<file path="config.mk">
export PLATFORM = sky130hd
export DESIGN_NAME = bt656_line_tracker_flat
export DESIGN_NICKNAME = d
export VERILOG_FILES = /design/src/hdl/bt656_pkg.sv /design/src/hdl/bt656_timing_if.sv /design/src/hdl/bt656_line_tracker.sv /design/src/flat_wrapper.sv
export VERILOG_INCLUDE_DIRS = /design/src /design/src/hdl
export SDC_FILE = /design/constraint.sdc
export NUM_CORES = 1
export LEC_CHECK = 0
export BUFFER_PORTS_ARGS = -buffer_cell sky130_fd_sc_hd__buf_2
export CAP_MARGIN = 15
export CORE_ASPECT_RATIO = 0.5
export CORE_MARGIN = 3
export CORE_UTILIZATION = 30
export CTS_CLUSTER_DIAMETER = 100
export DETAILED_ROUTE_END_ITERATION = 10
export SYNTH_ARGS = -nofsm -noshare
export SYNTH_HDL_FRONTEND = slang
export SYNTH_SLANG_ARGS = --single-unit
</file>
<file path="constraint.sdc">
create_clock -name clk -period 4.6 [get_ports clk]
set_input_delay 0.92 -clock clk [delete_from_list [all_inputs] [get_ports clk]]
set_output_delay 0.92 -clock clk [all_outputs]
set_load 0.005 [all_outputs]
</file>
<file path="src/hdl/bt656_defs.svh">
`ifndef BT656_DEFS_SVH
`define BT656_DEFS_SVH

// Width of one video byte on the BT.656 bus
`define BT656_DATA_W 8

// Pixel and line counters
`define BT656_CNT_W 12

// Video FIFO address width, 1024 entries
`define BT656_FIFO_AW 10

`endif
</file>
<file path="src/hdl/bt656_pkg.sv">
`include "bt656_defs.svh"

package bt656_pkg;

   // One byte of the Cb Y Cr Y stream
   typedef logic [`BT656_DATA_W-1:0] video_byte_t;

   // Frame width in pixels or height in lines
   typedef logic [`BT656_CNT_W-1:0] dim_cnt_t;

   // Line tracker FSM
   typedef enum logic [1:0]
   {
      IDLE,
      WAIT_SAV,
      VIDEO,
      BLANK
   } line_state_t;

endpackage

</file>
<file path="src/hdl/bt656_timing_if.sv">
`include "bt656_defs.svh"

// Decoded byte stream with its timing strobes, advances every cycle
interface bt656_timing_if;

   logic [`BT656_DATA_W-1:0] data;
   logic                     hdr_byte;
   logic                     sav;
   logic                     eav;
   logic                     vblank;
   logic                     new_frame;

   modport src
   (
      output data, hdr_byte, sav, eav, vblank, new_frame
   );

   modport dst
   (
      input data, hdr_byte, sav, eav, vblank, new_frame
   );

endinterface

</file>
<file path="src/hdl/bt656_line_tracker.sv">
`include "bt656_defs.svh"

module bt656_line_tracker
  (
   input  logic                     clk,
   input  logic                     rstn,
   bt656_timing_if.dst              tim_i,
   output logic                     fifo_wr_o,
   output logic [`BT656_DATA_W+1:0] fifo_wdata_o,
   input  logic                     fifo_full_i,
   input  logic                     clear_errors_i,
   output bt656_pkg::dim_cnt_t      frame_width_o,
   output bt656_pkg::dim_cnt_t      frame_height_o,
   output logic                     size_valid_o,
   output logic                     width_err_o,
   output logic                     height_err_o,
   output logic                     overflow_o
   );

   import bt656_pkg::*;

   line_state_t           state;
   line_state_t           state_nxt;
   video_byte_t           hold_data;
   logic                  hold_valid;
   logic                  hold_sof;
   logic                  sof_pend;
   logic                  active_byte;
   logic                  line_end;
   logic [`BT656_CNT_W:0] byte_cnt;
   dim_cnt_t              line_width;
   dim_cnt_t              last_width;
   dim_cnt_t              line_cnt;
   dim_cnt_t              lines_now;
   logic                  width_known;
   logic                  height_known;

   assign active_byte = (state == VIDEO) && !tim_i.hdr_byte;
   assign line_end    = (state == VIDEO) && tim_i.eav;

   // Two bytes per pixel
   assign line_width = byte_cnt[`BT656_CNT_W:1];

   // A line may close in the same cycle as the frame
   assign lines_now = line_end ? line_cnt + 1'b1 : line_cnt;

   // FIFO word is {eol, sof, byte}
   assign fifo_wr_o    = hold_valid && (active_byte || line_end);
   assign fifo_wdata_o = {line_end, hold_sof, hold_data};

   always_comb
   begin
      state_nxt = state;
      case (state)
         IDLE:
            if (tim_i.new_frame)
               state_nxt = WAIT_SAV;
         WAIT_SAV, BLANK:
            if (tim_i.sav)
               state_nxt = tim_i.vblank ? BLANK : VIDEO;
         VIDEO:
            if (tim_i.eav)
               state_nxt = BLANK;
         default:
            state_nxt = IDLE;
      endcase
   end

   always_ff @(posedge clk)
   begin
      if (!rstn)
         state <= IDLE;
      else
         state <= state_nxt;
   end

   always_ff @(posedge clk)
   begin
      if (active_byte)
         hold_data <= tim_i.data;
   end

   // One byte held back so the line end can be tagged
   always_ff @(posedge clk)
   begin
      if (!rstn)
      begin
         hold_valid <= 1'b0;
         hold_sof   <= 1'b0;
         sof_pend   <= 1'b0;
      end
      else
      begin
         if (active_byte)
         begin
            hold_valid <= 1'b1;
            hold_sof   <= sof_pend;
            sof_pend   <= 1'b0;
         end
         else if (line_end)
            hold_valid <= 1'b0;
         if (tim_i.new_frame)
            sof_pend <= 1'b1;
      end
   end

   always_ff @(posedge clk)
   begin
      if (!rstn)
      begin
         byte_cnt       <= '0;
         line_cnt       <= '0;
         last_width     <= '0;
         width_known    <= 1'b0;
         height_known   <= 1'b0;
         frame_width_o  <= '0;
         frame_height_o <= '0;
         size_valid_o   <= 1'b0;
         width_err_o    <= 1'b0;
         height_err_o   <= 1'b0;
         overflow_o     <= 1'b0;
      end
      else
      begin
         size_valid_o <= 1'b0;
         if (clear_errors_i)
         begin
            width_err_o  <= 1'b0;
            height_err_o <= 1'b0;
            overflow_o   <= 1'b0;
         end

         if (tim_i.sav)
            byte_cnt <= '0;
         else if (active_byte)
            byte_cnt <= byte_cnt + 1'b1;

         // Compare each line with the one before it
         if (line_end)
         begin
            if (width_known && (line_width != last_width))
               width_err_o <= 1'b1;
            last_width  <= line_width;
            width_known <= 1'b1;
         end

         if (tim_i.new_frame)
         begin
            line_cnt <= '0;
            // Only a frame that began with a new_frame counts as complete
            if (state != IDLE)
            begin
               if (height_known && (lines_now != frame_height_o))
                  height_err_o <= 1'b1;
               frame_height_o <= lines_now;
               frame_width_o  <= line_end ? line_width : last_width;
               height_known   <= 1'b1;
               size_valid_o   <= 1'b1;
            end
         end
         else if (line_end)
            line_cnt <= line_cnt + 1'b1;

         // The FIFO drops this byte
         if (fifo_wr_o && fifo_full_i)
            overflow_o <= 1'b1;
      end
   end

endmodule

</file>
<file path="src/flat_wrapper.sv">
// flat-port wrapper written by rule: the top's interface ports become plain ports
module bt656_line_tracker_flat import bt656_pkg::*;
  (clk, rstn, fifo_wr_o, fifo_wdata_o, fifo_full_i, clear_errors_i, frame_width_o, frame_height_o, size_valid_o, width_err_o, height_err_o, overflow_o, tim_i_data, tim_i_hdr_byte, tim_i_sav, tim_i_eav, tim_i_vblank, tim_i_new_frame);
  bt656_timing_if tim_i_i ();
  input  logic clk;
  input  logic rstn;
  output logic fifo_wr_o;
  output logic [`BT656_DATA_W+1:0] fifo_wdata_o;
  input  logic fifo_full_i;
  input  logic clear_errors_i;
  output bt656_pkg::dim_cnt_t frame_width_o;
  output bt656_pkg::dim_cnt_t frame_height_o;
  output logic size_valid_o;
  output logic width_err_o;
  output logic height_err_o;
  output logic overflow_o;
  input wire logic [$bits(tim_i_i.data)-1:0] tim_i_data;
  input wire logic [$bits(tim_i_i.hdr_byte)-1:0] tim_i_hdr_byte;
  input wire logic [$bits(tim_i_i.sav)-1:0] tim_i_sav;
  input wire logic [$bits(tim_i_i.eav)-1:0] tim_i_eav;
  input wire logic [$bits(tim_i_i.vblank)-1:0] tim_i_vblank;
  input wire logic [$bits(tim_i_i.new_frame)-1:0] tim_i_new_frame;
  assign tim_i_i.data = tim_i_data;
  assign tim_i_i.hdr_byte = tim_i_hdr_byte;
  assign tim_i_i.sav = tim_i_sav;
  assign tim_i_i.eav = tim_i_eav;
  assign tim_i_i.vblank = tim_i_vblank;
  assign tim_i_i.new_frame = tim_i_new_frame;
  bt656_line_tracker u_core (.clk(clk), .rstn(rstn), .tim_i(tim_i_i), .fifo_wr_o(fifo_wr_o), .fifo_wdata_o(fifo_wdata_o), .fifo_full_i(fifo_full_i), .clear_errors_i(clear_errors_i), .frame_width_o(frame_width_o), .frame_height_o(frame_height_o), .size_valid_o(size_valid_o), .width_err_o(width_err_o), .height_err_o(height_err_o), .overflow_o(overflow_o));
endmodule
</file>
; ---- After elaboration in Yosys (flattened, before gate mapping)
; Index checks and enable logic that the tools add are counted.
[classes]
n_div = 0
mux = 21
bitwise_logic = 1
reduce_logical = 19
n_lt_le_gt_ge = 0
eq_ne = 8
addsub = 2
shift = 0
n_mul = 0
[op_table]
columns = cell, count
row1 = 2-to-1 mux 12 bit, 2
row2 = inequality test 12 bit, 2
row3 = 2-to-1 mux 1 bit, 15
row4 = adder 13 x 1 -> 13 bit (second input constant), 1
row5 = adder 12 x 1 -> 12 bit (second input constant), 1
row6 = nonzero test 2 bit, 4
row7 = logical AND 1 bit, 6
row8 = 2-to-1 mux 2 bit, 3
row9 = inequality test 2 bit (second input constant), 3
row10 = one-hot mux 2 bit (3 select lines), 1
row11 = OR reduction 2 bit, 3
row12 = equality test 2 bit (second input constant), 2
row13 = AND reduction 2 bit, 2
row14 = AND reduction 3 bit, 1
row15 = equality test 2 x 1 -> 1 bit (second input constant), 1
row16 = logical NOT 2 bit, 1
row17 = logical NOT 1 bit, 1
row18 = logical OR 1 bit, 1
row19 = inverter 1 bit, 1
[word_totals]
mem_bits_rw = 0
regBits = 80
romBits = 0
latch_bits = 0
n_memories = 0

; ---- Logic depth before layout (Yosys ltp)
[logic_depth]
ltp_word = 8
mapped_depth = 6
ltp_nobuf = 6

; ---- Least setup slack after synthesis
; No wires, ideal clock.
[synth_timing]
path_type = input to output
startpoint = in tim_i_hdr_byte
endpoint = out fifo_wr_o
path_slack_ps = 2053
arrival_time_ps = 1627
cell_stages = 3
cell_sequence = nor3b_1 buf_2 o21a_1
[synth_via]
elab_chain_len = 4
[synth_lines]
columns = element, line_no
row1 = from (decl), flat_wrapper.sv:18  ; input wire logic [$bits(tim_i_i.hdr_byte)-1:0] tim_i_hdr_byte;
row2 = logical NOT 1 bit, bt656_line_tracker.sv:38  ; assign active_byte = (state == VIDEO) && !tim_i.hdr_byte;
row3 = logical AND 1 bit, bt656_line_tracker.sv:38
row4 = via u_core.active_byte, bt656_line_tracker.sv:28  ; logic active_byte;
row5 = logical OR 1 bit, bt656_line_tracker.sv:48  ; assign fifo_wr_o = hold_valid && (active_byte || line_end);
row6 = logical AND 1 bit, bt656_line_tracker.sv:48
row7 = to (decl), flat_wrapper.sv:7  ; output logic fifo_wr_o;
; The timed path passes the listed nets, and every way through them passes these cells.

; ---- Worst setup path after layout
[layout_timing]
startpoint = in tim_i_eav
endpoint = out fifo_wr_o
[layout_via]
elab_chain_len = 3
[layout_lines]
columns = element, line_no
row1 = from (decl), flat_wrapper.sv:20  ; input wire logic [$bits(tim_i_i.eav)-1:0] tim_i_eav;
row2 = logical AND 1 bit, bt656_line_tracker.sv:39  ; assign line_end = (state == VIDEO) && tim_i.eav;
row3 = logical OR 1 bit, bt656_line_tracker.sv:48
row4 = logical AND 1 bit, bt656_line_tracker.sv:48
; Every way passes these cells.

==> impl_metrics.json <==
{
  "dieArea_um2": 12900,
  "core_area_um2": 10700,
  "initial_utilization_pct": 32.2,
  "worstPathCellList": "buf_2 > nand3b_4 > inv_2 > o21a_1 > buf_2",
  "place_ws_ns": 1.77,
  "hold_path_depth": 2,
  "cts_made_buffers": 9,
  "syn_nets": 380,
  "synth_commonest_cells": "nor2_1 (74), dfxtp_1 (72), a211oi_1 (25)",
  "ys.warnings.count": 0,
  "grt_max_degree": 46,
  "die_w_um": 157,
  "slew_viol_final": 0,
  "ys_ff_latch": 80,
  "fin_crit_ns": 2.81,
  "ys_types": 48,
  "via_count": 2609,
  "cts_resized": 0,
  "synth_edf_count": 8,
  "overflow": 0,
  "r2r_cells": 6,
  "finalHoldViolCount": 0,
  "synth_top_cell_area_share_pct": 41.9,
  "cts.path.max_buffers": 2,
  "syn_avg_cell_area_um2": 9.53,
  "critical_path.top_delay_family": "buffers and inverters",
  "ir_drop_uv": 155,
  "clk_pin_slew_ns": 0.06,
  "grt_usage_pct": 12.4,
  "instances_no_fill": 552,
  "grt_pass1_wl_um": 12400,
  "drtIter0Drc": 127,
  "n_antenna_cell": 0,
  "cpPeakStageDelay_ns": 0.32,
  "worst_slack_ns": 1.79,
  "path_max_fanout": 24,
  "worstSetupPathDepth": 5,
  "p_leak_uw": 0.00167,
  "post-dp-hpwl_um": 5280,
  "cts_hold_buf": 0,
  "rsz0062_at_grt": "false",
  "drv_cap": 0,
  "vias_per_cell": 4.73,
  "finClkSkew_ns": 0.00787,
  "startpoint_type": "input port",
  "die_h_um": 81.7,
  "post_dp_cell_area_um2": 3810,
  "cp.buffers_inverters": 3,
  "cts_tree": "built",
  "fin_crit_sh_pct": 61.0,
  "cpMostUsedCell": "buf_2",
  "path_class": "input port to primary output",
  "worst_hold_path_type": "flop to flop",
  "gp_congestion": 0.796,
  "setup-tns-final_ns": 0,
  "rows": 26,
  "clockRootBuffer": "clkbuf_16",
  "boundaryPins": 56,
  "max-slew-margin-rel_pct": 46.3,
  "syn-cell-area_um2": 3440,
  "wl_per_cell_um": 13.6,
  "fin_area_um2": 4090,
  "required_ns": 3.68,
  "powerDensity_nw_per_um2": 375,
  "crit_arrival_ns": 1.89,
  "grt_pass1_vias": 2448,
  "layout.nets": 426,
  "async_flop_share_pct": 0,
  "max_freq_mhz": 356,
  "portBuffers": 55,
  "wl_um": 7520,
  "drtPass1Iterations": 4,
  "fillers": 1077,
  "area_delta_synth_final_pct": 19.0,
  "yosysSeqAreaShare_pct": 48.9,
  "synthFlopType": "dfxtp_1",
  "syn_inst": 361,
  "ant_nets": 0,
  "clock_sinks": 80,
  "yosys.area.top_type": "dfxtp_1",
  "setup.worst_path.end_class": "primary output",
  "insertion_delay_ns": 0.34,
  "antenna_found_initial": 0,
  "worst_pin_slew_ns": 0.804,
  "cts.htree.levels": 3,
  "drive_gt1_share_pct": 19.9,
  "setup_violations": 0,
  "placed_cells": 536,
  "status": "finished, final reports clean",
  "drcViolationCount": 0,
  "post_cts_buffers": 0,
  "synth.most_common_cell": "nor2_1",
  "cpMaxStageDelayCell": "nand3b_4",
  "netlist_top_cells_area": "dfxtp_1 (42%), nor2_1 (8.1%), edfxtp_1 (7.0%)"
}
## layout make-up
class / instances / area (µm²) / area share (%)
flip-flops and latches: 80 / 1680 / 41.1
well taps: 140 / 175 / 4.28
inverters: 7 / 26.3 / 0.642
multi-input cells: 252 / 1640 / 40.0
repair buffers: 57 / 290 / 7.09
clock inverters: 6 / 43.8 / 1.07
clock buffers: 10 / 239 / 5.84
## metal layers
layer,share of wire [%],track usage [%],vias to the layer above
li1,-,-,1371
met1,46,14.8,1206
met2,49,21.4,25
met3,3.5,3.79,7
met4,1.4,4.68,0
met5,0,0,-
## kinds of logic (layout without fill, tap and decap cells)
family | after synthesis | after routing | share of synthesized area (%)
flops | 80 | 80 | 48.9
fa+ha+maj | 2 | 2 | 0.727
buf+inv | 29 | 80 | 3.64
compound gates | 54 | 54 | 11.6
xor+xnor | 41 | 41 | 10.4
simple gates | 141 | 141 | 20.3
mux | 14 | 14 | 4.44
## sequential cells by signal, summed over array words and instances, names as in the netlist, 2 cells and up
register,count
u_core.last_width,12
u_core.hold_data,8
u_core.state,2
u_core.frame_width_o,12
u_core.frame_height_o,12
u_core.byte_cnt,13
u_core.line_cnt,12
## through the flow
| stage | utilization, % | hold slack [ns] | power, µW |
|---|---|---|---|
| after CTS | 38.4 | 0.459 | 1550 |
| after global routing | 38.4 | 0.478 | 1600 |
| final | 38.4 | 0.456 | 1540 |
| after detailed placement | 35.7 | 0.451 | 885 |
| after global placement | 35.7 | 0.445 | 884 |
| after floorplan | - | 0.435 | 839 |
## report_power, final
| part | internal (µW) | total, µW | switching, µW |
|---|---|---|---|
| combinational | 55.2 | 120 | 64.5 |
| sequential | 729 | 749 | 19.8 |
| clock | 381 | 667 | 286 |
| total | 1170 | 1540 | 370 |
## path summary, 6_finish.rpt
kind                                  startpoint                              to  slack, ns
hold reg to reg   u_core.overflow_o$_SDFFE_PN0P_  u_core.overflow_o$_SDFFE_PN0P_       0.46
setup / recovery                       tim_i_eav                       fifo_wr_o       1.79
setup reg to reg    u_core.state[1]$_SDFFE_PN0P_  u_core.height_err_o$_SDFF_PN0_       2.30
hold / removal    u_core.overflow_o$_SDFFE_PN0P_  u_core.overflow_o$_SDFFE_PN0P_       0.46
## tightest hold or removal path: cells and delay by family (launching register included)
family,cells,cell delay (ns)
flip-flops,1,0.30
AND/OR/NAND/NOR,1,0.05
AO/OA/AOI/OAI,1,0.05
## placed cells by master, fill, tap and decap left out, types with 3 or more instances in the layout
master     netlist  routed
inv_1            5       5
mux2i_1         13      13
buf_2            4      55
nor3_1           3       3
edfxtp_1         8       8
or3_1            3       3
a211oi_1        25      25
o21ai_0          5       5
clkbuf_16        0       9
nand4_1         10      10
xor2_1          22      22
nand3_1          8       8
xnor2_1         19      19
nor2_1          74      74
a21oi_1          8       8
nor4_1           6       6
dfxtp_1         72      72
nand2_1         13      13
nand2b_1         7       7
(Power assumes the default switching activity.)
