File: src/hdl/bt656_defs.svh
`ifndef BT656_DEFS_SVH
`define BT656_DEFS_SVH

// Width of one video byte on the BT.656 bus
`define BT656_DATA_W 8

// Pixel and line counters
`define BT656_CNT_W 12

// Video FIFO address width, 1024 entries
`define BT656_FIFO_AW 10

`endif
File: src/hdl/bt656_pkg.sv
`include "bt656_defs.svh"

package bt656_pkg;

   // One byte of the Cb Y Cr Y stream
   typedef logic [`BT656_DATA_W-1:0] video_byte_t;

   // Frame width in pixels or height in lines
   typedef logic [`BT656_CNT_W-1:0] dim_cnt_t;

   // Line tracker FSM
   typedef enum logic [1:0]
   {
      IDLE,
      WAIT_SAV,
      VIDEO,
      BLANK
   } line_state_t;

endpackage

File: src/hdl/bt656_timing_if.sv
`include "bt656_defs.svh"

// Decoded byte stream with its timing strobes, advances every cycle
interface bt656_timing_if;

   logic [`BT656_DATA_W-1:0] data;
   logic                     hdr_byte;
   logic                     sav;
   logic                     eav;
   logic                     vblank;
   logic                     new_frame;

   modport src
   (
      output data, hdr_byte, sav, eav, vblank, new_frame
   );

   modport dst
   (
      input data, hdr_byte, sav, eav, vblank, new_frame
   );

endinterface

File: src/hdl/bt656_timing_decoder.sv
module bt656_timing_decoder
  (
   input  logic                   clk,
   input  logic                   rstn,
   input  bt656_pkg::video_byte_t video_data_i,
   bt656_timing_if.src            tim_o
   );

   import bt656_pkg::*;

   // Bit positions in the XY byte of a timing reference code
   localparam int HDR_BIT_ONE = 7;
   localparam int HDR_BIT_F   = 6;
   localparam int HDR_BIT_V   = 5;
   localparam int HDR_BIT_H   = 4;

   video_byte_t win [4];
   logic        hdr_det;
   logic [1:0]  hdr_left;
   logic        field_q;

   // Index 0 holds the newest byte, index 3 the oldest
   always_ff @(posedge clk)
   begin
      if (!rstn)
      begin
         for (int i = 0; i < 4; i++)
         begin
            win[i] <= '0;
         end
      end
      else
      begin
         win[0] <= video_data_i;
         for (int i = 1; i < 4; i++)
         begin
            win[i] <= win[i-1];
         end
      end
   end

   // FF 00 00 XY with the oldest byte at the FF
   assign hdr_det = (win[3] == 8'hFF) && (win[2] == 8'h00) && (win[1] == 8'h00) &&
                    win[0][HDR_BIT_ONE];

   always_ff @(posedge clk)
   begin
      tim_o.data <= win[3];
   end

   always_ff @(posedge clk)
   begin
      if (!rstn)
      begin
         tim_o.sav       <= 1'b0;
         tim_o.eav       <= 1'b0;
         tim_o.vblank    <= 1'b0;
         tim_o.new_frame <= 1'b0;
         tim_o.hdr_byte  <= 1'b0;
         hdr_left        <= '0;
         field_q         <= 1'b0;
      end
      else
      begin
         tim_o.sav       <= hdr_det && !win[0][HDR_BIT_H];
         tim_o.eav       <= hdr_det && win[0][HDR_BIT_H];
         tim_o.new_frame <= hdr_det && field_q && !win[0][HDR_BIT_F];
         if (hdr_det)
         begin
            tim_o.vblank   <= win[0][HDR_BIT_V];
            field_q        <= win[0][HDR_BIT_F];
            tim_o.hdr_byte <= 1'b1;
            // The 00 00 XY bytes follow the FF
            hdr_left       <= 2'd3;
         end
         else if (hdr_left != '0)
         begin
            tim_o.hdr_byte <= 1'b1;
            hdr_left       <= hdr_left - 1'b1;
         end
         else
            tim_o.hdr_byte <= 1'b0;
      end
   end

endmodule

File: src/flat_wrapper.sv
// flat-port wrapper written by rule: the top's interface ports become plain ports
module bt656_timing_decoder_flat import bt656_pkg::*;
  (clk, rstn, video_data_i, tim_o_data, tim_o_hdr_byte, tim_o_sav, tim_o_eav, tim_o_vblank, tim_o_new_frame);
  bt656_timing_if tim_o_i ();
  input  logic clk;
  input  logic rstn;
  input  bt656_pkg::video_byte_t video_data_i;
  output wire logic [$bits(tim_o_i.data)-1:0] tim_o_data;
  output wire logic [$bits(tim_o_i.hdr_byte)-1:0] tim_o_hdr_byte;
  output wire logic [$bits(tim_o_i.sav)-1:0] tim_o_sav;
  output wire logic [$bits(tim_o_i.eav)-1:0] tim_o_eav;
  output wire logic [$bits(tim_o_i.vblank)-1:0] tim_o_vblank;
  output wire logic [$bits(tim_o_i.new_frame)-1:0] tim_o_new_frame;
  assign tim_o_data = tim_o_i.data;
  assign tim_o_hdr_byte = tim_o_i.hdr_byte;
  assign tim_o_sav = tim_o_i.sav;
  assign tim_o_eav = tim_o_i.eav;
  assign tim_o_vblank = tim_o_i.vblank;
  assign tim_o_new_frame = tim_o_i.new_frame;
  bt656_timing_decoder u_core (.clk(clk), .rstn(rstn), .video_data_i(video_data_i), .tim_o(tim_o_i));
endmodule
File: config.mk
export PLATFORM = sky130hd
export DESIGN_NAME = bt656_timing_decoder_flat
export DESIGN_NICKNAME = d
export VERILOG_FILES = /design/src/hdl/bt656_pkg.sv /design/src/hdl/bt656_timing_if.sv /design/src/hdl/bt656_timing_decoder.sv /design/src/flat_wrapper.sv
export VERILOG_INCLUDE_DIRS = /design/src /design/src/hdl
export SDC_FILE = /design/constraint.sdc
export NUM_CORES = 1
export LEC_CHECK = 0
export BUFFER_PORTS_ARGS = -buffer_cell sky130_fd_sc_hd__buf_2
export CORE_UTILIZATION = 35
export CTS_CLUSTER_DIAMETER = 80
export CTS_CLUSTER_SIZE = 28
export DETAILED_ROUTE_END_ITERATION = 10
export GPL_ROUTABILITY_DRIVEN = 1
export PLACE_DENSITY = 0.62
export SLEW_MARGIN = 20
export SYNTH_ARGS = -nofsm -noshare
export SYNTH_HDL_FRONTEND = slang
export SYNTH_SLANG_ARGS = --single-unit
File: constraint.sdc
create_clock -name clk -period 2.1 [get_ports clk]
set_clock_uncertainty 0.2 [all_clocks]
set_input_delay 0.315 -clock clk [delete_from_list [all_inputs] [get_ports clk]]
set_output_delay 0.315 -clock clk [all_outputs]
set_load 0.02 [all_outputs]
-- Yosys cells after proc, flatten, opt, wreduce, memory -nomap -nowiden
Memories as Yosys holds them, arrays and structs flattened.
Index checks and enable logic that the tools add are counted.
- flip-flop bits (word level): 16
- RAM bits: 32
- input port bits: 10
- output and inout bits: 13
- word-level logic and storage cells: 38
- memories kept: 1
- add/subtract/negate cells: 1
- equality and inequality tests: 1
- multiplexer cells: 10
- bitwise gates (word level): 4
- reductions and logical operators: 13
- memory list (name ; words ; width ; rd ports ; clocked after memory_dff ; write ports ; line ; text):
    u_core.win ; 4 ; 8 ; 4 ; 0 ; 4 ; bt656_timing_decoder.sv:17 ; video_byte_t win [4];
- operators by type and width (kind ; count):
    two-way mux 8 bit ; 4
    zero test 8 bit ; 2
    equality test 8 bit (second input constant) ; 1
    logical AND 1 bit ; 7
    two-way mux 1 bit ; 4
    two-way mux 2 bit ; 2
    OR 1 bit ; 4
    nonzero test 2 bit ; 2
    zero test 1 bit ; 2
    subtractor 2 x 1 -> 2 bit (second input constant) ; 1

-- Longest topological paths before layout
Gate-level depths: netlist (run 1).
- word-level depth: 6
- gate-level depth with buffers: 5
- depth with buffers taken out: 5

-- Least setup slack after synthesis (run 1)
Ideal clock, no wire load.
- path type: reg2reg
- start point: memory u_core.win[2][2] (netlist name)
- end point: register u_core.tim_o.new_frame
- arrival: 1.369 ns
- required time: 1.839 ns
- slack: 0.469 ns
- cell stages (with the launch flop): 6
- period minus slack after synthesis: 1.631 ns
- path through: dfxtp_1 -> or4_4 -> nor3_2 -> and4_1 -> buf_6 -> and4b_1
- RTL lines (element ; line ; text):
    from (decl) ; bt656_timing_decoder.sv:17 ;
    to (signal assigned) ; bt656_timing_decoder.sv:67 ; tim_o.new_frame <= hdr_det && field_q && !win[0][HDR_BIT_F];
    to (decl) ; bt656_timing_if.sv:15 ; output data, hdr_byte, sav, eav, vblank, new_frame

==> results of run 1 <==
[Yosys cell counts]
library cell / n / share of area
and2_1: 29 / 0.13
and2_2: 1 / 0.0054
and3_1: 1 / 0.0045
and3b_1: 1 / 0.0063
and4_1: 1 / 0.0063
and4b_1: 1 / 0.0073
buf_6: 1 / 0.0082
clkbuf_1: 4 / 0.011
dfxtp_1: 48 / 0.70
ha_1: 1 / 0.0091
inv_1: 5 / 0.014
mux2i_1: 3 / 0.022
nand2_1: 5 / 0.014
nand4_1: 1 / 0.0045
nand4b_1: 1 / 0.0063
nor2_1: 1 / 0.0027
nor3_1: 1 / 0.0036
nor3_2: 1 / 0.0073
nor4_1: 1 / 0.0045
o21a_1: 3 / 0.016
or4_1: 1 / 0.0054
or4_4: 1 / 0.0082
xnor2_1: 1 / 0.0063
[final cells by class]
cell class | instances | area share
tap | 48 | 0.0375
inverter | 5 | 0.0117
timing repair buffer | 22 | 0.0688
sequential | 48 | 0.600
clock buffer | 6 | 0.0453
multi-input combinational | 55 | 0.234
clock inverter | 1 | 0.00312
[power by group]
group / internal, mW / switching [mW]
Clock: 0.226 / 0.262
Sequential: 0.933 / 0.00845
Combinational: 0.0224 / 0.0203
[placed cells by master (no fill, tap or decap), types with 3 or more instances in the layout]
master	n
mux2i_1	3
o21a_1	3
nand2_1	5
inv_1	5
buf_2	22
clkbuf_8	5
and2_1	29
dfxtp_1	48
[kinds of logic (layout without fill, tap and decap cells)]
group,Yosys count,count (layout),synth area share
buf+inv,10,34,0.0326
mux,3,3,0.0218
fa+ha+maj,1,1,0.00906
xor+xnor,1,1,0.00635
flops,48,48,0.696
simple gates,47,47,0.218
compound gates,3,3,0.0163
[metrics by stage]
stage / hold WS, ns / power (mW)
after floorplan: 0.131 / 0.990
after global placement: 0.137 / 1.01
after detailed placement: 0.139 / 1.01
after CTS: 0.0161 / 1.49
after global routing: 0.0175 / 1.55
final: 0.0256 / 1.47
[critical path: stages, from the launching register on]
cell and delay, ns:
dfxtp_1 0.31, or4_4 0.52, nor3_2 0.11, and4_1 0.39, mux2i_1 0.25
[final timing paths]
kind / end / slack, ns / cells after the start / start
worst max-delay path: u_core.field_q / 0.24 / 4 / u_core.win[2][2]
worst min-delay path: u_core.win[0][0] / 0.03 / 2 / video_data_i[0]
worst max register to register: u_core.field_q / 0.24 / 4 / u_core.win[2][2]
worst min register to register: u_core.tim_o.data[7] / 0.15 / 0 / u_core.win[3][7]
[flip-flops by register name, indices dropped and copies added (netlist names)]
name                    cells
u_core.tim_o.new_frame      1
u_core.tim_o.sav            1
u_core.tim_o.data           8
u_core.win                 32
u_core.field_q              1
u_core.tim_o.vblank         1
u_core.hdr_left             2
u_core.tim_o.hdr_byte       1
u_core.tim_o.eav            1
[layer usage]
metal	up-vias	part of all wire	wire, microns
met5	-	0	0
met4	0	0.025	47
met3	9	0.071	134
met2	21	0.45	844
met1	342	0.45	856
li1	404	-	-
==> results.json, run 1 <==
{
  "cts_inserted_buffers": 5,
  "wl_microns": 1880,
  "ctsHtreeMaxLevel": 2,
  "critPathMaxFanout": 8,
  "syn_area_sq_um": 1380,
  "wl_per_cell_microns": 10.2,
  "maxCapViolCount": 0,
  "grt_pass1_vias": 723,
  "ant_nets": 0,
  "p_leak_nw": 0.721,
  "cts_num_sinks": 48,
  "cp-start-kind": "register",
  "clk_pin_slew_worst_paths_ns": 0.07,
  "post-route-period-util": 0.885,
  "gr-usage-met1": 0.122,
  "crit_path_end_kind": "register",
  "ctsHoldBuffers": 0,
  "preCtsSetupSlack_ns": 0.278,
  "grtUsageMet2": 0.158,
  "dieArea_sq_um": 4200,
  "clock_latency_ns": 0.29,
  "multiInputGateArea_sq_um": 374,
  "synth.avg_cell_area_sq_um": 12.2,
  "track_usage": 0.107,
  "final_util": 0.431,
  "ys_seq_area_frac": 0.696,
  "cts_root_buf": "clkbuf_8",
  "post_cts_buffers": 0,
  "vias": 776,
  "hpwl_microns": 1230,
  "grt_max_degree": 41,
  "avgViaCountPerCell": 4.19,
  "drtPass1Iterations": 4,
  "ys_ff_latch": 48,
  "timing.setup.tns_ns": 0,
  "worstSetupPathType": "register to register",
  "core_area_sq_um": 3720,
  "yosys_warnings": 0,
  "grt_busiest_layer": "met2",
  "synth_cell_type_count": 23,
  "power.density_nw_per_um2": 919,
  "drv_slew": 0,
  "placedCellCount": 178,
  "drive_gt1_frac": 0.226,
  "drt-initial-drc-count": 23,
  "final_area_sq_um": 1600,
  "regArea_sq_um": 961,
  "synth_fp_nets": 124,
  "placed_area_sq_um": 1520,
  "nFillCells": 363,
  "ir_worst_vdd_mv": 0.462,
  "diodes": 0,
  "grt_setup_unrepaired": "false",
  "clockBufferDepth": 2,
  "worst_slack_ns": 0.241,
  "grt_pass1_wl_microns": 3230,
  "status": "finished, final reports clean",
  "portBuffers": 22,
  "drc": 0,
  "netlist_instances": 113,
  "cts_resized": 0,
  "antenna_found_initial": 0,
  "critPathArrivalTime_ns": 1.87,
  "initial_utilization": 0.371,
  "die_h_microns": 64.8,
  "required_ns": 2.11,
  "hold_violations": 0,
  "cts_tree": "built",
  "syn2layout_area_growth_pct": 16.0,
  "finalNonFillerCells": 185,
  "relSlewSlack": 0.652,
  "grt-ovfl-total": 0,
  "finalSetupViolations": 0,
  "tightest_slew_ns": 0.523,
  "nets": 148,
  "die_w_microns": 64.8,
  "fp-row-count": 22,
  "pin_count": 23,
  "gp_congestion": 0.741,
  "hp-class": "primary input to register",
  "fmax_mhz": 538,
  "use_met3": 0.0546,
  "min_period_ns": 1.86
}
Note: power is estimated with default switching activity, not from simulation.
==> run 2: changes to the inputs <==
Settings changed: PLACE_DENSITY 0.62 to 0.55.
==> results.json, run 2 (same netlist as run 1, synthesis figures left out) <==
{
  "fmax_mhz": 554,
  "min_path_cells": 2,
  "ctsHtreeMaxLevel": 2,
  "finalNonFillerCells": 186,
  "regArea_sq_um": 961,
  "p_switching_uw": 319,
  "timing.setup.tns_ns": 0,
  "worstPathCellList": "or4_4, nor3_2, and4_1, mux2i_1",
  "relSlewSlack": 0.660,
  "min_period_ns": 1.81,
  "grt_setup_unrepaired": "false",
  "worst-path-buf-inv": 0,
  "clock_latency_ns": 0.30,
  "top_register": "u_core.win",
  "cts_num_sinks": 48,
  "cp_slowest_cell": "or4_4",
  "clk_pin_slew_worst_paths_ns": 0.08,
  "r2r-end": "u_core.tim_o.vblank",
  "largest_register_ffs": 32,
  "portBuffers": 22,
  "crit_path_end_kind": "register",
  "crit_family": "simple AND/OR/NAND/NOR gates",
  "ctsHoldBuffers": 0,
  "drv_slew": 0,
  "final_util": 0.440,
  "rr_worst_depth": 4,
  "drc": 0,
  "syn2layout_area_growth_pct": 18.5,
  "multiInputGateArea_sq_um": 374,
  "critPathArrivalTime_ns": 1.84,
  "drtPass1Iterations": 2,
  "finalSetupViolations": 0,
  "reg2reg_from": "u_core.win[2][2]",
  "cts_tree": "built",
  "post_cts_buffers": 0,
  "placedCellCount": 178,
  "required_ns": 2.13,
  "final_cell_mix": "48 x dfxtp_1, 29 x and2_1, 22 x buf_2",
  "fp-row-count": 22,
  "pwr-share-seq": 0.579,
  "die_h_microns": 64.8,
  "ant_nets": 0,
  "pin_count": 23,
  "ir_worst_vdd_mv": 0.461,
  "cp-start-kind": "register",
  "maxCapViolCount": 0,
  "wl_microns": 1790,
  "swShare": 0.196,
  "top_regs": "u_core.win: 32 flops, u_core.tim_o.data: 8 flops, u_core.hdr_left: 2 flops",
  "cts_resized": 0,
  "min-delay-start": "video_data_i[4]",
  "grt-ovfl-total": 0,
  "gp_congestion": 0.745,
  "power.internal_mw": 1.31,
  "slowest_delay_ns": 0.52,
  "worst_slack_ns": 0.294,
  "cts_inserted_buffers": 5,
  "wl_per_cell_microns": 9.65,
  "clockBufferDepth": 2,
  "tightest_slew_ns": 0.511,
  "hp-class": "primary input to register",
  "antenna_found_initial": 0,
  "holdWs_ns": 0.0141,
  "nets": 148,
  "placed_area_sq_um": 1520,
  "hold_violations": 0,
  "core_area_sq_um": 3720,
  "critPathMaxFanout": 8,
  "nFillCells": 362,
  "p_leak_nw": 0.734,
  "cp_num_cells": 4,
  "initial_utilization": 0.371,
  "drive_gt1_frac": 0.239,
  "hpwl_microns": 1150,
  "fin_total_pwr_mw": 1.63,
  "worstHoldEndpoint": "u_core.win[0][4]",
  "diodes": 0,
  "comb_power_share": 0.026,
  "drt-initial-drc-count": 34,
  "grt_max_degree": 41,
  "track_usage": 0.106,
  "cts_root_buf": "clkbuf_8",
  "worstSetupPathType": "register to register",
  "dieArea_sq_um": 4200,
  "preCtsSetupSlack_ns": 0.306,
  "final_area_sq_um": 1640,
  "status": "finished, final reports clean",
  "grt_pass1_vias": 733,
  "grt_pass1_wl_microns": 3110,
  "die_w_microns": 64.8,
  "p_clk_frac": 0.395,
  "power.density_nw_per_um2": 994,
  "post-route-period-util": 0.860,
  "ff2ff_setup_slack_ns": 0.29,
  "layout_commonest_cell": "dfxtp_1",
  "vias": 786,
  "avgViaCountPerCell": 4.23
}
## run 2: worst register-to-register path, cell delays in order, from the launching register on
cell,delay [ns]
dfxtp_1,0.31
or4_4,0.52
nor3_2,0.10
and4_1,0.39
mux2i_1,0.22
## run 2: worst max path at each step
stage,startpoint,end,slack [ns]
after floorplan,u_core.win[2][2],u_core.tim_o.new_frame,0.47
after detailed placement,u_core.win[2][2],u_core.tim_o.new_frame,0.31
after global placement,u_core.win[2][2],u_core.tim_o.new_frame,0.32
final,u_core.win[2][2],u_core.tim_o.vblank,0.29
after global routing,u_core.win[2][2],u_core.tim_o.new_frame,0.18
after CTS,u_core.win[2][2],u_core.tim_o.vblank,0.29
## run 2: power groups by stage
stage / Combinational, mW / Clock [mW] / Sequential [mW]
finish: 0.0423 / 0.643 / 0.941
global route: 0.0487 / 0.706 / 0.944
CTS: 0.0432 / 0.666 / 0.942
detailed placement: 0.0433 / 0 / 0.963
global placement: 0.0424 / 0 / 0.963
floorplan: 0.0265 / 0 / 0.964
## run 2: final cells by class
| cell class | count | share of cell area |
|---|---|---|
| timing repair buffer | 22 | 0.0673 |
| sequential | 48 | 0.588 |
| inverter | 5 | 0.0115 |
| clock buffer | 5 | 0.0421 |
| clock inverter | 3 | 0.0260 |
| tap | 48 | 0.0367 |
| multi-input combinational | 55 | 0.229 |
## run 2: metal layers
| metal | up-vias | track usage | wire length, microns |
|---|---|---|---|
| met3 | 7 | 0.0581 | 130 |
| met1 | 350 | 0.107 | 806 |
| met4 | 0 | 0.0833 | 63 |
| li1 | 405 | - | - |
| met5 | - | 0 | 0 |
| met2 | 24 | 0.159 | 794 |
==> run 3: changes to the inputs <==
Settings changed: PLACE_DENSITY 0.55 to not set, PLACE_DENSITY_LB_ADDON set to 0.2.
==> results.json, run 3 (same netlist as run 1, synthesis figures left out) <==
{
  "crit_path_end_kind": "register",
  "grt_pass1_wl_microns": 2930,
  "rr_worst_depth": 4,
  "min_path_cells": 2,
  "core_area_sq_um": 3720,
  "fmax_mhz": 552,
  "die_h_microns": 64.8,
  "drtPass1Iterations": 3,
  "relSlewSlack": 0.663,
  "fin_total_pwr_mw": 1.65,
  "avgViaCountPerCell": 4.19,
  "status": "finished, final reports clean",
  "pin_count": 23,
  "cts_resized": 0,
  "holdWs_ns": 0.0250,
  "wl_per_cell_microns": 9.39,
  "hpwl_microns": 1170,
  "worstHoldEndpoint": "u_core.win[0][3]",
  "dieArea_sq_um": 4200,
  "hold_violations": 0,
  "vias": 779,
  "portBuffers": 22,
  "clk_pin_slew_worst_paths_ns": 0.08,
  "grt_max_degree": 41,
  "ctsHoldBuffers": 0,
  "drc": 0,
  "die_w_microns": 64.8,
  "cp-start-kind": "register",
  "ctsHtreeMaxLevel": 2,
  "timing.setup.tns_ns": 0,
  "initial_utilization": 0.371,
  "cts_root_buf": "clkbuf_8",
  "track_usage": 0.0950,
  "tightest_slew_ns": 0.505,
  "gp_congestion": 0.691,
  "drive_gt1_frac": 0.239,
  "critPathArrivalTime_ns": 1.85,
  "final_cell_mix": "48 x dfxtp_1, 29 x and2_1, 22 x buf_2",
  "p_leak_nw": 0.741,
  "worstSetupPathType": "register to register",
  "finalSetupViolations": 0,
  "min_period_ns": 1.81,
  "ir_worst_vdd_mv": 0.414,
  "cts_tree": "built",
  "clockBufferDepth": 2,
  "hp-class": "primary input to register",
  "syn2layout_area_growth_pct": 19.2,
  "required_ns": 2.13,
  "power.density_nw_per_um2": 1000,
  "post-route-period-util": 0.863,
  "drv_slew": 0,
  "reg2reg_from": "u_core.win[2][2]",
  "ant_nets": 0,
  "wl_microns": 1750,
  "grt_pass1_vias": 727,
  "layout_commonest_cell": "dfxtp_1",
  "grt_setup_unrepaired": "false",
  "cts_inserted_buffers": 5,
  "clock_latency_ns": 0.29,
  "critPathMaxFanout": 8,
  "largest_register_ffs": 32,
  "top_register": "u_core.win",
  "drt-initial-drc-count": 27,
  "min-delay-start": "video_data_i[3]",
  "diodes": 0,
  "top_regs": "u_core.win: 32 flops, u_core.tim_o.data: 8 flops, u_core.hdr_left: 2 flops",
  "fp-row-count": 22,
  "preCtsSetupSlack_ns": 0.280,
  "r2r-end": "u_core.tim_o.new_frame",
  "maxCapViolCount": 0,
  "post_cts_buffers": 0,
  "antenna_found_initial": 0,
  "ff2ff_setup_slack_ns": 0.29,
  "worst_slack_ns": 0.288,
  "cts_num_sinks": 48,
  "grt-ovfl-total": 0,
  "nets": 148
}
[run 3: how the worst max path moves through the flow]
stage	start	to	slack [ns]	cells after the start
global route	u_core.win[2][2]	u_core.field_q	0.19	4
global placement	u_core.win[2][2]	u_core.tim_o.new_frame	0.32	4
CTS	u_core.win[2][2]	u_core.tim_o.vblank	0.26	4
floorplan	u_core.win[2][2]	u_core.tim_o.new_frame	0.47	5
finish	u_core.win[2][2]	u_core.tim_o.new_frame	0.29	4
detailed placement	u_core.win[2][2]	u_core.field_q	0.28	4
[run 3: critical path, cell delays in order, from the launching register on]
cell and delay [ns]:
dfxtp_1 0.31, or4_4 0.52, nor3_2 0.10, and4_1 0.39, and4b_1 0.23
[run 3: layout make-up]
class | count | area [sq um]
fill | 353 | 2070
timing repair buffer | 22 | 110
sequential | 48 | 961
tap | 48 | 60.1
clock inverter | 2 | 38.8
multi-input combinational | 55 | 374
clock buffer | 6 | 82.6
inverter | 5 | 18.8
[run 3: per-stage QoR]
stage / util / instances / area (sq um)
floorplan: - / 113 / 1380
finish: 0.443 / 186 / 1650
detailed placement: 0.410 / 178 / 1520
global route: 0.443 / 186 / 1650
global placement: 0.410 / 178 / 1520
CTS: 0.443 / 186 / 1650
[run 3: report_power, final]
group	total (mW)	switching [mW]	internal [mW]
sequential	0.941	0.00808	0.933
clock	0.669	0.280	0.389
combinational	0.0425	0.0201	0.0224
[run 3: per-layer routing]
metal / up-vias / GRT usage / share of wire
met5: - / 0 / 0
met4: 0 / 0.0583 / 0.017
met3: 4 / 0.0370 / 0.054
met2: 22 / 0.152 / 0.47
met1: 348 / 0.105 / 0.46
li1: 405 / - / -
