`config.mk`:
```
export PLATFORM = sky130hd
export DESIGN_NAME = video_byte_fifo
export DESIGN_NICKNAME = d
export VERILOG_FILES = /design/src/hdl/bt656_pkg.sv /design/src/hdl/video_byte_fifo.sv
export VERILOG_INCLUDE_DIRS = /design/src /design/src/hdl
export SDC_FILE = /design/constraint.sdc
export NUM_CORES = 1
export LEC_CHECK = 0
export BUFFER_PORTS_ARGS = -buffer_cell sky130_fd_sc_hd__clkbuf_2
export CORE_MARGIN = 2
export CORE_UTILIZATION = 55
export DETAILED_ROUTE_END_ITERATION = 8
export PLACE_DENSITY_LB_ADDON = 0.1
export SKIP_LAST_GASP = 1
export SYNTH_ARGS = -nofsm -noshare
export SYNTH_HDL_FRONTEND = slang
export SYNTH_SLANG_ARGS = --single-unit
```
`constraint.sdc`:
```
create_clock -name clk -period 1.9 [get_ports clk]
set_input_delay 0.095 -clock clk [delete_from_list [all_inputs] [get_ports clk]]
set_output_delay 0.095 -clock clk [all_outputs]
set_load 0.01 [all_outputs]
```
`src/hdl/bt656_defs.svh`:
```
`ifndef BT656_DEFS_SVH
`define BT656_DEFS_SVH

// Width of one video byte on the BT.656 bus
`define BT656_DATA_W 8

// Pixel and line counters
`define BT656_CNT_W 12

// Video FIFO address width, 1024 entries
`define BT656_FIFO_AW 10

`endif
```
`src/hdl/bt656_pkg.sv`:
```
`include "bt656_defs.svh"

package bt656_pkg;

   // One byte of the Cb Y Cr Y stream
   typedef logic [`BT656_DATA_W-1:0] video_byte_t;

   // Frame width in pixels or height in lines
   typedef logic [`BT656_CNT_W-1:0] dim_cnt_t;

   // Line tracker FSM
   typedef enum logic [1:0]
   {
      IDLE,
      WAIT_SAV,
      VIDEO,
      BLANK
   } line_state_t;

endpackage

```
`src/hdl/video_byte_fifo.sv`:
```
`include "bt656_defs.svh"

module video_byte_fifo
  #(
    parameter int AW = 4
    )
  (
   input  logic                     clk,
   input  logic                     rstn,
   input  logic                     wr_i,
   input  logic [`BT656_DATA_W+1:0] wdata_i,
   output logic                     full_o,
   output logic                     rvalid_o,
   input  logic                     rready_i,
   output logic [`BT656_DATA_W+1:0] rdata_o
   );

   import bt656_pkg::*;

   // Video byte plus the sof and eol tags
   localparam int WORD_W = $bits(video_byte_t) + 2;
   localparam int DEPTH  = 1 << AW;

   logic [WORD_W-1:0] mem [DEPTH];
   logic [AW:0]       wr_ptr;
   logic [AW:0]       rd_ptr;
   logic              do_wr;
   logic              do_rd;

   // Extra pointer bit tells full from empty
   assign full_o   = (wr_ptr[AW] != rd_ptr[AW]) && (wr_ptr[AW-1:0] == rd_ptr[AW-1:0]);
   assign rvalid_o = (wr_ptr != rd_ptr);
   assign do_wr    = wr_i && !full_o;
   assign do_rd    = rvalid_o && rready_i;

   // Head word straight from the array
   assign rdata_o = mem[rd_ptr[AW-1:0]];

   always_ff @(posedge clk)
   begin
      if (do_wr)
         mem[wr_ptr[AW-1:0]] <= wdata_i;
   end

   always_ff @(posedge clk)
   begin
      if (!rstn)
      begin
         wr_ptr <= '0;
         rd_ptr <= '0;
      end
      else
      begin
         if (do_wr)
            wr_ptr <= wr_ptr + 1'b1;
         if (do_rd)
            rd_ptr <= rd_ptr + 1'b1;
      end
   end

endmodule

```
Word level (Yosys, flattened, before mapping)
Memory sizes are Yosys's and may differ from the RTL's. A register that Yosys moved wholly into a read port is not among the register bits.
Index checks and enable logic that the tools add are counted.

storage, ports and cells
  logic and storage cells = 16
  output and inout port bits = 12
  bits in registers = 10
  memories kept = 1
  RAM bits = 160
  bits of input ports = 14

memory list
  memory  depth  width  rd ports  clocked after Yosys merged registers in  write ports  RTL line               source
  mem     16     10     1         1                                        1            video_byte_fifo.sv:24  logic [WORD_W-1:0] mem [DEPTH];

operators by class
  add/subtract/negate cells = 2
  reductions and logical operators = 4
  muxes and demuxes = 4
  equality and inequality tests = 3

operator list
  operator             number
  $add 5x1->5 const B  2
  $mux 4               2
  $ne 5x5->1           1
  $eq 4x4->1           1
  $logic_and 1x1->1    3
  $mux 1               2
  $logic_not 1->1      1
  $ne 1x1->1           1

Longest topological paths before layout
Gate-level depths: netlist of the first run.

  depth after elaboration = 6
  mapped depth = 5
  mapped depth without buffers = 4

Worst setup path before layout of the first run
No wires, ideal clock.

  path kind = flip-flop to flip-flop
  start = register wr_ptr[1]
  end = memory mem[11][0] (netlist name) (enable)
  arrival = 1533 ps
  clock period less this slack = 1877 ps
  path buffers = 1
  cell stages (with the launch flop) = 6
  library setup time = 343 ps
  setup slack = 23 ps
  required time = 1557 ps
  cell sequence = dfxtp_1 > xor2_1 > nor4_2 > a21oi_1 > buf_2 > and3_1

between the ends
  cells in the longest elaborated chain, start to end = 6

RTL lines
  element                       RTL line               source
  from (decl)                   video_byte_fifo.sv:25  logic [AW:0] wr_ptr;
  from (signal assigned)        video_byte_fifo.sv:55  wr_ptr <= wr_ptr + 1'b1;
  $eq 4x4->1                    video_byte_fifo.sv:31  assign full_o = (wr_ptr[AW] != rd_ptr[AW]) && (wr_ptr[AW-1:0] == rd_ptr[AW-1:0]);
  $logic_and 1x1->1             video_byte_fifo.sv:31
  $logic_not 1->1               video_byte_fifo.sv:33  assign do_wr = wr_i && !full_o;
  $logic_and 1x1->1             video_byte_fifo.sv:33
  $mux 1                        video_byte_fifo.sv:41  if (do_wr)
  $mux 1 (not written as such)  video_byte_fifo.sv:42  mem[wr_ptr[AW-1:0]] <= wdata_i;
  to (decl)                     video_byte_fifo.sv:24

Several ways; a longest one is shown, not always the timed one.

==> run_results.csv, run 1 <==
group,metric,value,unit
run_status,status,"finished, violations left",
run_status,violations,"setup timing",
place,placed_cells_incl_taps,553,
detailed_routing,vias,3527,
final_layout,layout.cells.non_filler,594,
floorplanning,start_util,56.0,%
final_layout,nFillCells,804,
final_layout,nets,431,
detailed_routing,wl,14.7,mm
sta,setup_ws,-0.457,ns
detailed_routing,drt_iter0_markers,356,
global_route,grt_pass1_vias,3476,
floorplanning,rows,41,
setup_path,crit_family,"multiplexers",
sta,rsz0062_at_grt,"true",
clocking,insertion_delay,0.42,ns
setup_path,crit_buf_inv,2,
setup_path,arrival,2.26,ns
final_layout,antennaDiodeCount,0,
floorplanning,die_w,117,um
synth,syn-num-nets,347,
detailed_routing,postRouteAntennaNets,0,
pwr,leakagePower,2.96,nW
sta,drv_slew,0,
global_route,grt_overflow_total,0,
place,placed_area,7760,um^2
synth,synth_top_cell_area_share,68.2,%
setup_path,critPathMaxFanout,13,
sta,fin_worst_skew,0.00735,ns
sta,setup_tns,-4.28,ns
setup_path,cp.required,1.80,ns
synth,synth_cell_type_count,30,
clocking,clock_path_buffers,2,
final_layout,postLayoutCellArea,8560,um^2
detailed_routing,vias_per_cell,5.94,
synth,yosysSeqAreaShare,72.2,%
synth,yosysWarnings,0,
setup_path,r2r_setup_slack,0.03,ns
pwr,power_density,1030,nW/um^2
synth,yosys.area.top_type,"edfxtp_1",
floorplanning,die_h,117,um
clocking,cts_buffers,17,
sta,period_minus_slack,2.36,ns
sta,worstMarginPinSlew,0.589,ns
setup_path,rr_worst_depth,6,
synth,syn_area,7040,um^2
synth,synth_area_per_cell,21.5,um^2
clocking,cts_tree,"done",
min_path,holdPathStages,3,
setup_path,max_stage_delay,0.57,ns
final_layout,syn_to_final_growth,21.5,%
clocking,clk_pin_slew,0.06,ns
global_route,grt_max_degree,41,
synth,synth_area_leaders,"edfxtp_1 68%, mux4_1 12%, mux4_2 6.1%",
min_path,hold_path.class,"input pin to flop",
floorplanning,die_area,13700,um^2
detailed_routing,avgRoutedWirePerCell,24.7,um
setup_path,startpoint_type,"flop",
setup_path,crit_slowest_cell,"mux4_1",
setup_path,path_cells,"buf_12 > mux4_1 > mux4_2 > clkbuf_2",
setup_path,criticalPathCategory,"flop to primary output",
clocking,cts.htree.levels,4,
global_route,grt_usage,22.8,%
setup_path,cp_num_cells,4,
flow_run,drv_cap,0,
setup_path,endpoint_kind,"primary output",
place,dpl.hpwl,9.08,mm
place,place.gp.congestion,0.749,
global_route,antenna_found_initial,0,
sta,hold_viol_final,0,
sta,min_period_over_period,124,%
final_layout,final_layout_size_suffix_gt1_share,35.1,%
sta,setup_viol,10,
pwr,vdd_drop_max,0.556,mV
sta,slew_headroom,60.7,%
floorplanning,core_area,12600,um^2
global_route,grt_pass1_wl,21.3,mm
detailed_routing,drt_drc_violations_left,0,
sta,clock.fmax,424,MHz
synth,synthCells,328,
clocking,numClockSinks,174,
floorplanning,io_pins,26,
synth,ys_ff_latch,174,
clocking,cts_root_buf,"clkbuf_16",
place,numPortBuffers,25,
detailed_routing,first_pass_iters,5,
-- worst register-to-register path, delay by kind of cell, from the launching register on --
kind	cells	cell delay (ns)
compound gates	1	0.15
buf+inv	2	0.34
simple gates	2	0.62
xor+xnor	1	0.18
flops	1	0.34
-- per-layer routing --
metal  global-route usage (%)  up-vias  part of all wire, %
met1                     31.6     1841                   43
met5                        0        -                    0
met2                     36.8      113                   51
met3                     5.10       15                  4.9
met4                     6.90        0                  1.2
li1                         -     1558                    -
-- cells in the mapped netlist --
cell and instances:
nor2_1 1, nand2_1 11, a2111o_1 1, ha_1 5, xor2_1 5, nand4b_1 1, and3_1 11, nand2b_1 3
buf_1 2, mux4_1 31, inv_1 6, edfxtp_1 160, nor4_2 1, and2_1 2, a21oi_1 4, a211o_1 2
nand3b_1 2, mux2i_1 8, buf_12 1, and4b_1 4, nand3_1 8, clkbuf_1 8, nand4_1 5, o211ai_1 5
mux4_2 19, xnor2_1 1, dfxtp_1 14, nor2b_1 1, buf_2 2, buf_6 4
-- placed cells by master (no fill, tap or decap), types with 2 or more instances in the layout --
cell and count:
edfxtp_1 160, buf_4 36, mux4_2 26, mux4_1 24
clkbuf_2 21, clkbuf_16 19, buf_12 14, nand2_1 11
and3_1 10, nand3_1 8, mux2i_1 8, dfxtp_2 8
inv_1 6, clkinv_1 6, buf_6 6, nand4_1 5
o211ai_1 5, ha_1 5, dfxtp_1 5, xor2_2 4
a21oi_1 3, and4b_1 3, nand2b_1 3, nand3b_1 2
a211o_1 2, clkinvlp_4 2, bufinv_16 2, buf_16 2
-- through the flow --
step	power [mW]	utilization [%]	hold slack [ns]	worst slack (ns)
final	8.78	68.1	0.0200	-0.457
after detailed placement	5.46	61.7	0.449	-0.388
after global placement	5.44	61.7	0.434	-0.257
after floorplan	5.08	-	0.194	0.0235
after global routing	9.07	68.1	0.0473	-0.535
after CTS	8.75	66.6	0.000141	-0.488
-- final timing paths --
check,from,to
hold / removal,wr_i,wr_ptr[2]
hold reg to reg,wr_ptr[4],wr_ptr[4]
setup reg to reg,rd_ptr[0],mem[5][1]
setup / recovery,flop,rdata_o[2]
-- area by class of cell --
| cell class | instances | area [um^2] | share of cell area, % |
|---|---|---|---|
| inverter | 6 | 22.5 | 0.263 |
| multi-input combinational | 131 | 1860 | 21.7 |
| clock buffer | 18 | 429 | 5.02 |
| sequential | 174 | 5100 | 59.6 |
| clock inverter | 11 | 103 | 1.20 |
| timing repair buffer | 82 | 833 | 9.74 |
| tap | 172 | 215 | 2.51 |
-- sequential cells by signal (all words and copies together) (netlist names), named ones only --
register	flops
mem	160
wr_ptr	5
rd_ptr	5
-- what timing repair did --
action	CTS	global route
pin swaps	1	7
resized for setup	12	28
cloned	2	2
hold buffers	0	0
setup endpoints to repair	161	155
setup buffers	2	7
-- logic make-up after synthesis --
family	count (synthesis)	synth area share (%)
buffers and inverters	23	1.92
AO/OA/AOI/OAI	12	1.23
AND/OR/NAND/NOR	50	4.25
flip-flops	174	72.2
multiplexers	58	18.8
adder cells (fa/ha/maj)	5	0.888
XOR/XNOR	6	0.746
-- report_power, final --
| group | internal [mW] | switching, mW |
|---|---|---|
| clock | 1.88 | 1.30 |
| sequential | 4.25 | 0.0406 |
| combinational | 0.729 | 0.584 |
Power figures use the tool's default switching activity.
==> inputs of run 2 (changes only) <==
ABC_AREA = 1   (was unset)
==> run 2 against run 1 <==
Net effect: the flow still finishes with violations (setup timing); largest cell class unchanged; combinational power increased by 28%; non-clock buffer count unchanged; global-route usage increased by 4.5 points; synthesized cell count increased by 94%.
==> run_results.csv, run 2 <==
group,metric,value,unit
sta,clock.fmax,502,MHz
detailed_routing,vias,5170,
run_status,violations,"setup timing",
detailed_routing,first_pass_iters,5,
synth,ys_ff_latch,174,
final_layout,final_layout_size_suffix_gt1_share,27.1,%
pwr,pwr-share-seq,44.6,%
floorplanning,io_pins,26,
clocking,cts.htree.levels,4,
synth,synth_top_cell_area_share,65.8,%
sta,period_minus_slack,1.99,ns
final_layout,antennaDiodeCount,0,
final_layout,layout.cells.non_filler,891,
synth,synth_area_per_cell,11.5,um^2
sta,min_period_over_period,105,%
floorplanning,die_w,119,um
run_status,status,"finished, violations left",
floorplanning,core_area,13100,um^2
sta,drv_slew,0,
sta,setup_viol,30,
synth,yosysSeqAreaShare,69.6,%
global_route,grt_pass1_wl,27.9,mm
clocking,clock_path_buffers,2,
place,placed_cells_incl_taps,832,
clocking,cts_tree,"done",
synth,synthTopCellsByCount,"160 x edfxtp_1, 92 x inv_1, 83 x nand2_1",
detailed_routing,vias_per_cell,5.80,
final_layout,final_cell_mix,"160 x edfxtp_1, 91 x inv_1, 77 x nand2_1, 55 x nand3_1, 40 x o211ai_1",
synth,synth_cell_type_count,25,
setup_path,arrival,1.90,ns
synth,synthCells,637,
clocking,numClockSinks,174,
setup_path,critPathMaxFanout,22,
sta,rsz0062_at_grt,"true",
pwr,leakagePower,3.43,nW
pwr,netSwitchingPower,2.36,mW
sta,hold_viol_final,0,
detailed_routing,avgRoutedWirePerCell,21.8,um
synth,synth_most_common_cell,"edfxtp_1",
final_layout,utilization,70.6,%
setup_path,startpoint_type,"flop",
synth,synth_edf_count,160,
setup_path,endpoint_kind,"primary output",
place,numPortBuffers,25,
pwr,p_int,7.24,mW
floorplanning,die_h,119,um
synth,syn-num-nets,656,
detailed_routing,wl,19.4,mm
place,dpl.hpwl,10.4,mm
synth,synth_area_leaders,"edfxtp_1 66%, nand3_1 4.8%, inv_1 4.7%",
clocking,insertion_delay,0.43,ns
global_route,grt_max_degree,81,
sta,setup_tns,-0.766,ns
floorplanning,start_util,55.8,%
final_layout,syn_to_final_growth,26.4,%
sta,setup_ws,-0.0905,ns
pwr,power_density,1040,nW/um^2
detailed_routing,drt_iter0_markers,495,
clocking,cts_root_buf,"clkbuf_16",
clocking,cts_buffers,17,
setup_path,cp.required,1.80,ns
place,place.gp.congestion,0.846,
synth,yosysWarnings,0,
floorplanning,rows,42,
min_path,hold_path.class,"input pin to flop",
global_route,grt_pass1_vias,4975,
pwr,vdd_drop_max,0.594,mV
sta,worstMarginPinSlew,0.531,ns
pwr,combPwrFrac,17.5,%
global_route,grt_usage,27.3,%
clocking,holdBufCountCts,0,
detailed_routing,postRouteAntennaNets,0,
flow_run,drv_cap,0,
final_layout,nets,723,
setup_path,criticalPathCategory,"flop to primary output",
sta,slew_headroom,64.5,%
synth,syn_area,7310,um^2
synth,yosys.area.top_type,"edfxtp_1",
final_layout,layout_commonest_cell,"edfxtp_1",
detailed_routing,drt_drc_violations_left,0,
synth,dominantRegCellSynth,"edfxtp_1",
floorplanning,die_area,14200,um^2
clocking,clk_pin_slew,0.06,ns
pwr,clockPowerShare,37.8,%
synth,async_reset_ff_share,0,%
global_route,antenna_found_initial,0,
sta,fin_worst_skew,0.00604,ns
pwr,swShare,24.6,%
pwr,power,9.60,mW
global_route,grt_overflow_total,0,
final_layout,largest_reg_flops,160,
## run 2: cell types whose count changed after synthesis, moves of 28 or more
cell,delta
nand2_1,+72
o211ai_1,+35
inv_1,+86
nor2_1,+28
nand3_1,+62
mux4_1,-31
a21oi_1,+43
## run 2: layer usage
| layer | global-route usage [%] | up-vias | part of all wire, % |
|---|---|---|---|
| met5 | 0 | - | 0 |
| met4 | 13.3 | 0 | 4.1 |
| met3 | 6.27 | 60 | 8.5 |
| met2 | 45.0 | 269 | 49 |
| met1 | 34.3 | 2489 | 38 |
| li1 | - | 2352 | - |
## run 2: area by class of cell
type / instances / area (um^2)
fillers: 900 / 3850
well taps: 176 / 220
clock inverters: 11 / 173
multi-input cells: 329 / 2030
inverters: 99 / 382
repair buffers: 82 / 896
flip-flops and latches: 174 / 5090
repair inverters: 1 / 7.51
clock buffers: 19 / 433
## run 2: per-stage QoR
stage | setup slack, ns | hold WS (ns) | area [um^2]
detailed placement | -0.146 | 0.440 | 7780
floorplan | 0.00508 | 0.194 | 7310
global route | -0.171 | 0.0352 | 9240
finish | -0.0905 | 0.0206 | 9240
global placement | -0.0885 | 0.443 | 7780
CTS | -0.151 | 0.00112 | 9030
## run 2: repair_timing
item | 4_1_cts | 5_1_grt
resized for setup | 85 | 64
pin swaps | 44 | 32
setup buffers | 18 | 3
endpoints found under the setup margin | 150 | 161
cloned | 8 | 5
## run 2: path summary, 6_finish.rpt
check / start / end / slack, ns / depth (start not counted)
worst max-delay path: flop / rdata_o[8] / -0.09 / 7
worst min-delay path: rstn / rd_ptr[4] / 0.02 / 3
worst max register to register: rd_ptr[1] / mem[10][2] / -0.02 / 9
worst min register to register: wr_ptr[0] / wr_ptr[0] / 0.53 / 2
## run 2: power groups by stage
stage          clock [mW]  sequential [mW]  combinational (mW)
2_1_floorplan           0             4.34               0.693
3_3_place_gp            0             4.36                1.06
4_1_cts              3.64             4.27                1.51
3_5_place_dp            0             4.37                1.07
5_1_grt              3.83             4.29                1.78
6_report             3.63             4.29                1.68
## run 2: logic make-up (layout without fill, tap and decap cells)
logic type | count (synthesis) | after routing | synth area share [%]
adder cells (fa/ha/maj) | 5 | 5 | 0.856
XOR/XNOR | 1 | 1 | 0.120
flip-flops | 174 | 174 | 69.6
AO/OA/AOI/OAI | 130 | 130 | 10.4
AND/OR/NAND/NOR | 193 | 193 | 11.6
buffers and inverters | 134 | 212 | 7.41
## run 2: critical path, stage by stage, from the launching register on
cell	delay, ns
dfxtp_4	0.35
buf_4	0.17
clkbuf_16	0.19
o211ai_1	0.23
nand3_2	0.15
nand3_1	0.16
nand2_1	0.09
clkbuf_2	0.13
==> inputs of run 3 (changes only) <==
CORE_ASPECT_RATIO = 1.4   (was unset)
==> run 3 against run 2 <==
Net effect: the flow still finishes with violations (setup timing); sequential share of layout area grew 1.6 points; sequential power is essentially flat; largest cell class unchanged; clock power shrank 9.1%; combinational power shrank 8%; via count shrank 1.4%.
==> run_results.csv, run 3 (synthesis results as in run 2) <==
group,metric,value,unit
place,place.gp.congestion,0.841,
detailed_routing,vias,5100,
sta,setup_tns,-0.377,ns
detailed_routing,postRouteAntennaNets,0,
setup_path,endpoint_kind,"primary output",
floorplanning,die_area,14200,um^2
floorplanning,rows,49,
min_path,hold_path.class,"input pin to flop",
final_layout,nFillCells,929,
floorplanning,io_pins,26,
final_layout,largest_reg_flops,160,
global_route,grt_usage,25.9,%
place,numPortBuffers,25,
global_route,grt_pass1_wl,26.8,mm
place,dp_slack,-0.156,ns
run_status,status,"finished, violations left",
sta,drv_slew,0,
clocking,cts_root_buf,"clkbuf_16",
detailed_routing,first_pass_iters,7,
pwr,power_density,1020,nW/um^2
run_status,violations,"setup timing",
setup_path,criticalPathCategory,"flop to primary output",
floorplanning,die_w,101,um
setup_path,critPathMaxFanout,7,
place,placed_cells_incl_taps,834,
setup_path,crit_slowest_cell,"dfxtp_4",
sta,min_period_over_period,105,%
setup_path,startpoint_type,"flop",
clocking,numClockSinks,174,
setup_path,max_stage_delay,0.38,ns
floorplanning,die_h,140,um
clocking,insertion_delay,0.42,ns
clocking,clock_path_buffers,2,
final_layout,nets,715,
pwr,leakagePower,3.35,nW
sta,rsz0062_at_grt,"true",
sta,setup_viol,10,
sta,worstMarginPinSlew,0.583,ns
global_route,grt_pass1_vias,4852,
setup_path,arrival,1.89,ns
final_layout,layout_commonest_cell,"edfxtp_1",
clocking,cts.htree.levels,4,
detailed_routing,drt_drc_violations_left,0,
detailed_routing,wl,19.1,mm
clocking,cts_tree,"done",
sta,period_minus_slack,1.99,ns
sta,hold_viol_final,0,
final_layout,final_layout_size_suffix_gt1_share,24.4,%
sta,setup_ws,-0.0895,ns
clocking,holdBufCountCts,0,
final_layout,final_cell_mix,"160 x edfxtp_1, 90 x inv_1, 78 x nand2_1, 57 x nand3_1, 40 x o211ai_1",
floorplanning,start_util,56.5,%
clocking,cts_buffers,17,
pwr,power,9.13,mW
pwr,vdd_drop_max,0.615,mV
global_route,antenna_found_initial,0,
global_route,grt_overflow_total,0,
place,dpl.hpwl,10.7,mm
final_layout,syn_to_final_growth,22.9,%
floorplanning,core_area,12900,um^2
final_layout,antennaDiodeCount,0,
flow_run,drv_cap,0,
setup_path,path_cells,"clkbuf_16 > clkbuf_16 > o211ai_1 > nand3_1 > nand3_1 > nand2_1 > buf_2",
detailed_routing,drt_iter0_markers,527,
sta,fin_worst_skew,0.00536,ns
clocking,clk_pin_slew,0.06,ns
detailed_routing,avgRoutedWirePerCell,21.5,um
detailed_routing,vias_per_cell,5.75,
global_route,grt_max_degree,41,
setup_path,cp.required,1.80,ns
final_layout,utilization,69.4,%
final_layout,layout.cells.non_filler,887,
sta,slew_headroom,61.1,%
sta,clock.fmax,503,MHz
-- run 3: cell types whose count changed in the layout (fill, tap and decap cells not counted), moves of 7 or more --
cell / before / now
buf_6: 14 / 4
nor2_2: 3 / 12
nor2_4: 11 / 2
o21ai_2: 8 / 1
-- run 3: metal layers --
| layer | track usage, % | vias to the layer above | part of all wire, % |
|---|---|---|---|
| li1 | - | 2343 | - |
| met3 | 4.49 | 43 | 7.1 |
| met2 | 42.3 | 245 | 50 |
| met4 | 11.3 | 0 | 3.6 |
| met1 | 34.0 | 2469 | 39 |
| met5 | 0 | - | 0 |
-- run 3: what timing repair did --
item                                    CTS  global route
resized for setup                        27            66
cloned                                    3            13
endpoints found under the setup margin  130           134
pin swaps                                 8            39
setup buffers                             4             1
-- run 3: stage by stage --
stage / area [um^2] / hold slack [ns]
detailed placement: 7760 / 0.468
floorplan: 7310 / 0.194
global route: 8980 / 0.0681
CTS: 8530 / 0.0284
global placement: 7760 / 0.457
finish: 8980 / 0.0341
-- run 3: report_power, final --
group | internal, mW | switching (mW) | leakage, nW | total [mW]
combinational | 0.658 | 0.884 | 1.51 | 1.54
clock | 1.91 | 1.39 | 0.277 | 3.30
sequential | 4.24 | 0.0450 | 1.56 | 4.29
-- run 3: area by class of cell --
class,instances,area (um^2),area share (%)
multi-input combinational,329,1890,21.0
timing repair buffer,73,828,9.23
clock buffer,18,429,4.78
timing repair inverter,2,12.5,0.139
tap,178,223,2.48
sequential,174,5090,56.7
clock inverter,14,126,1.41
inverter,99,379,4.22
-- run 3: final timing paths --
check	startpoint	endpoint	slack [ns]	cells after the start
setup / recovery	flop	rdata_o[9]	-0.09	7
hold / removal	wr_i	wr_ptr[0]	0.03	3
setup reg to reg	wr_ptr[2]	mem[9][6]	0.05	8
hold reg to reg	wr_ptr[1]	wr_ptr[1]	0.54	2
-- run 3: critical path: cells and delay by family, from the launching register on --
family          cells  cell delay (ns)
buf+inv             3             0.50
simple gates        3             0.39
flops               1             0.38
compound gates      1             0.20
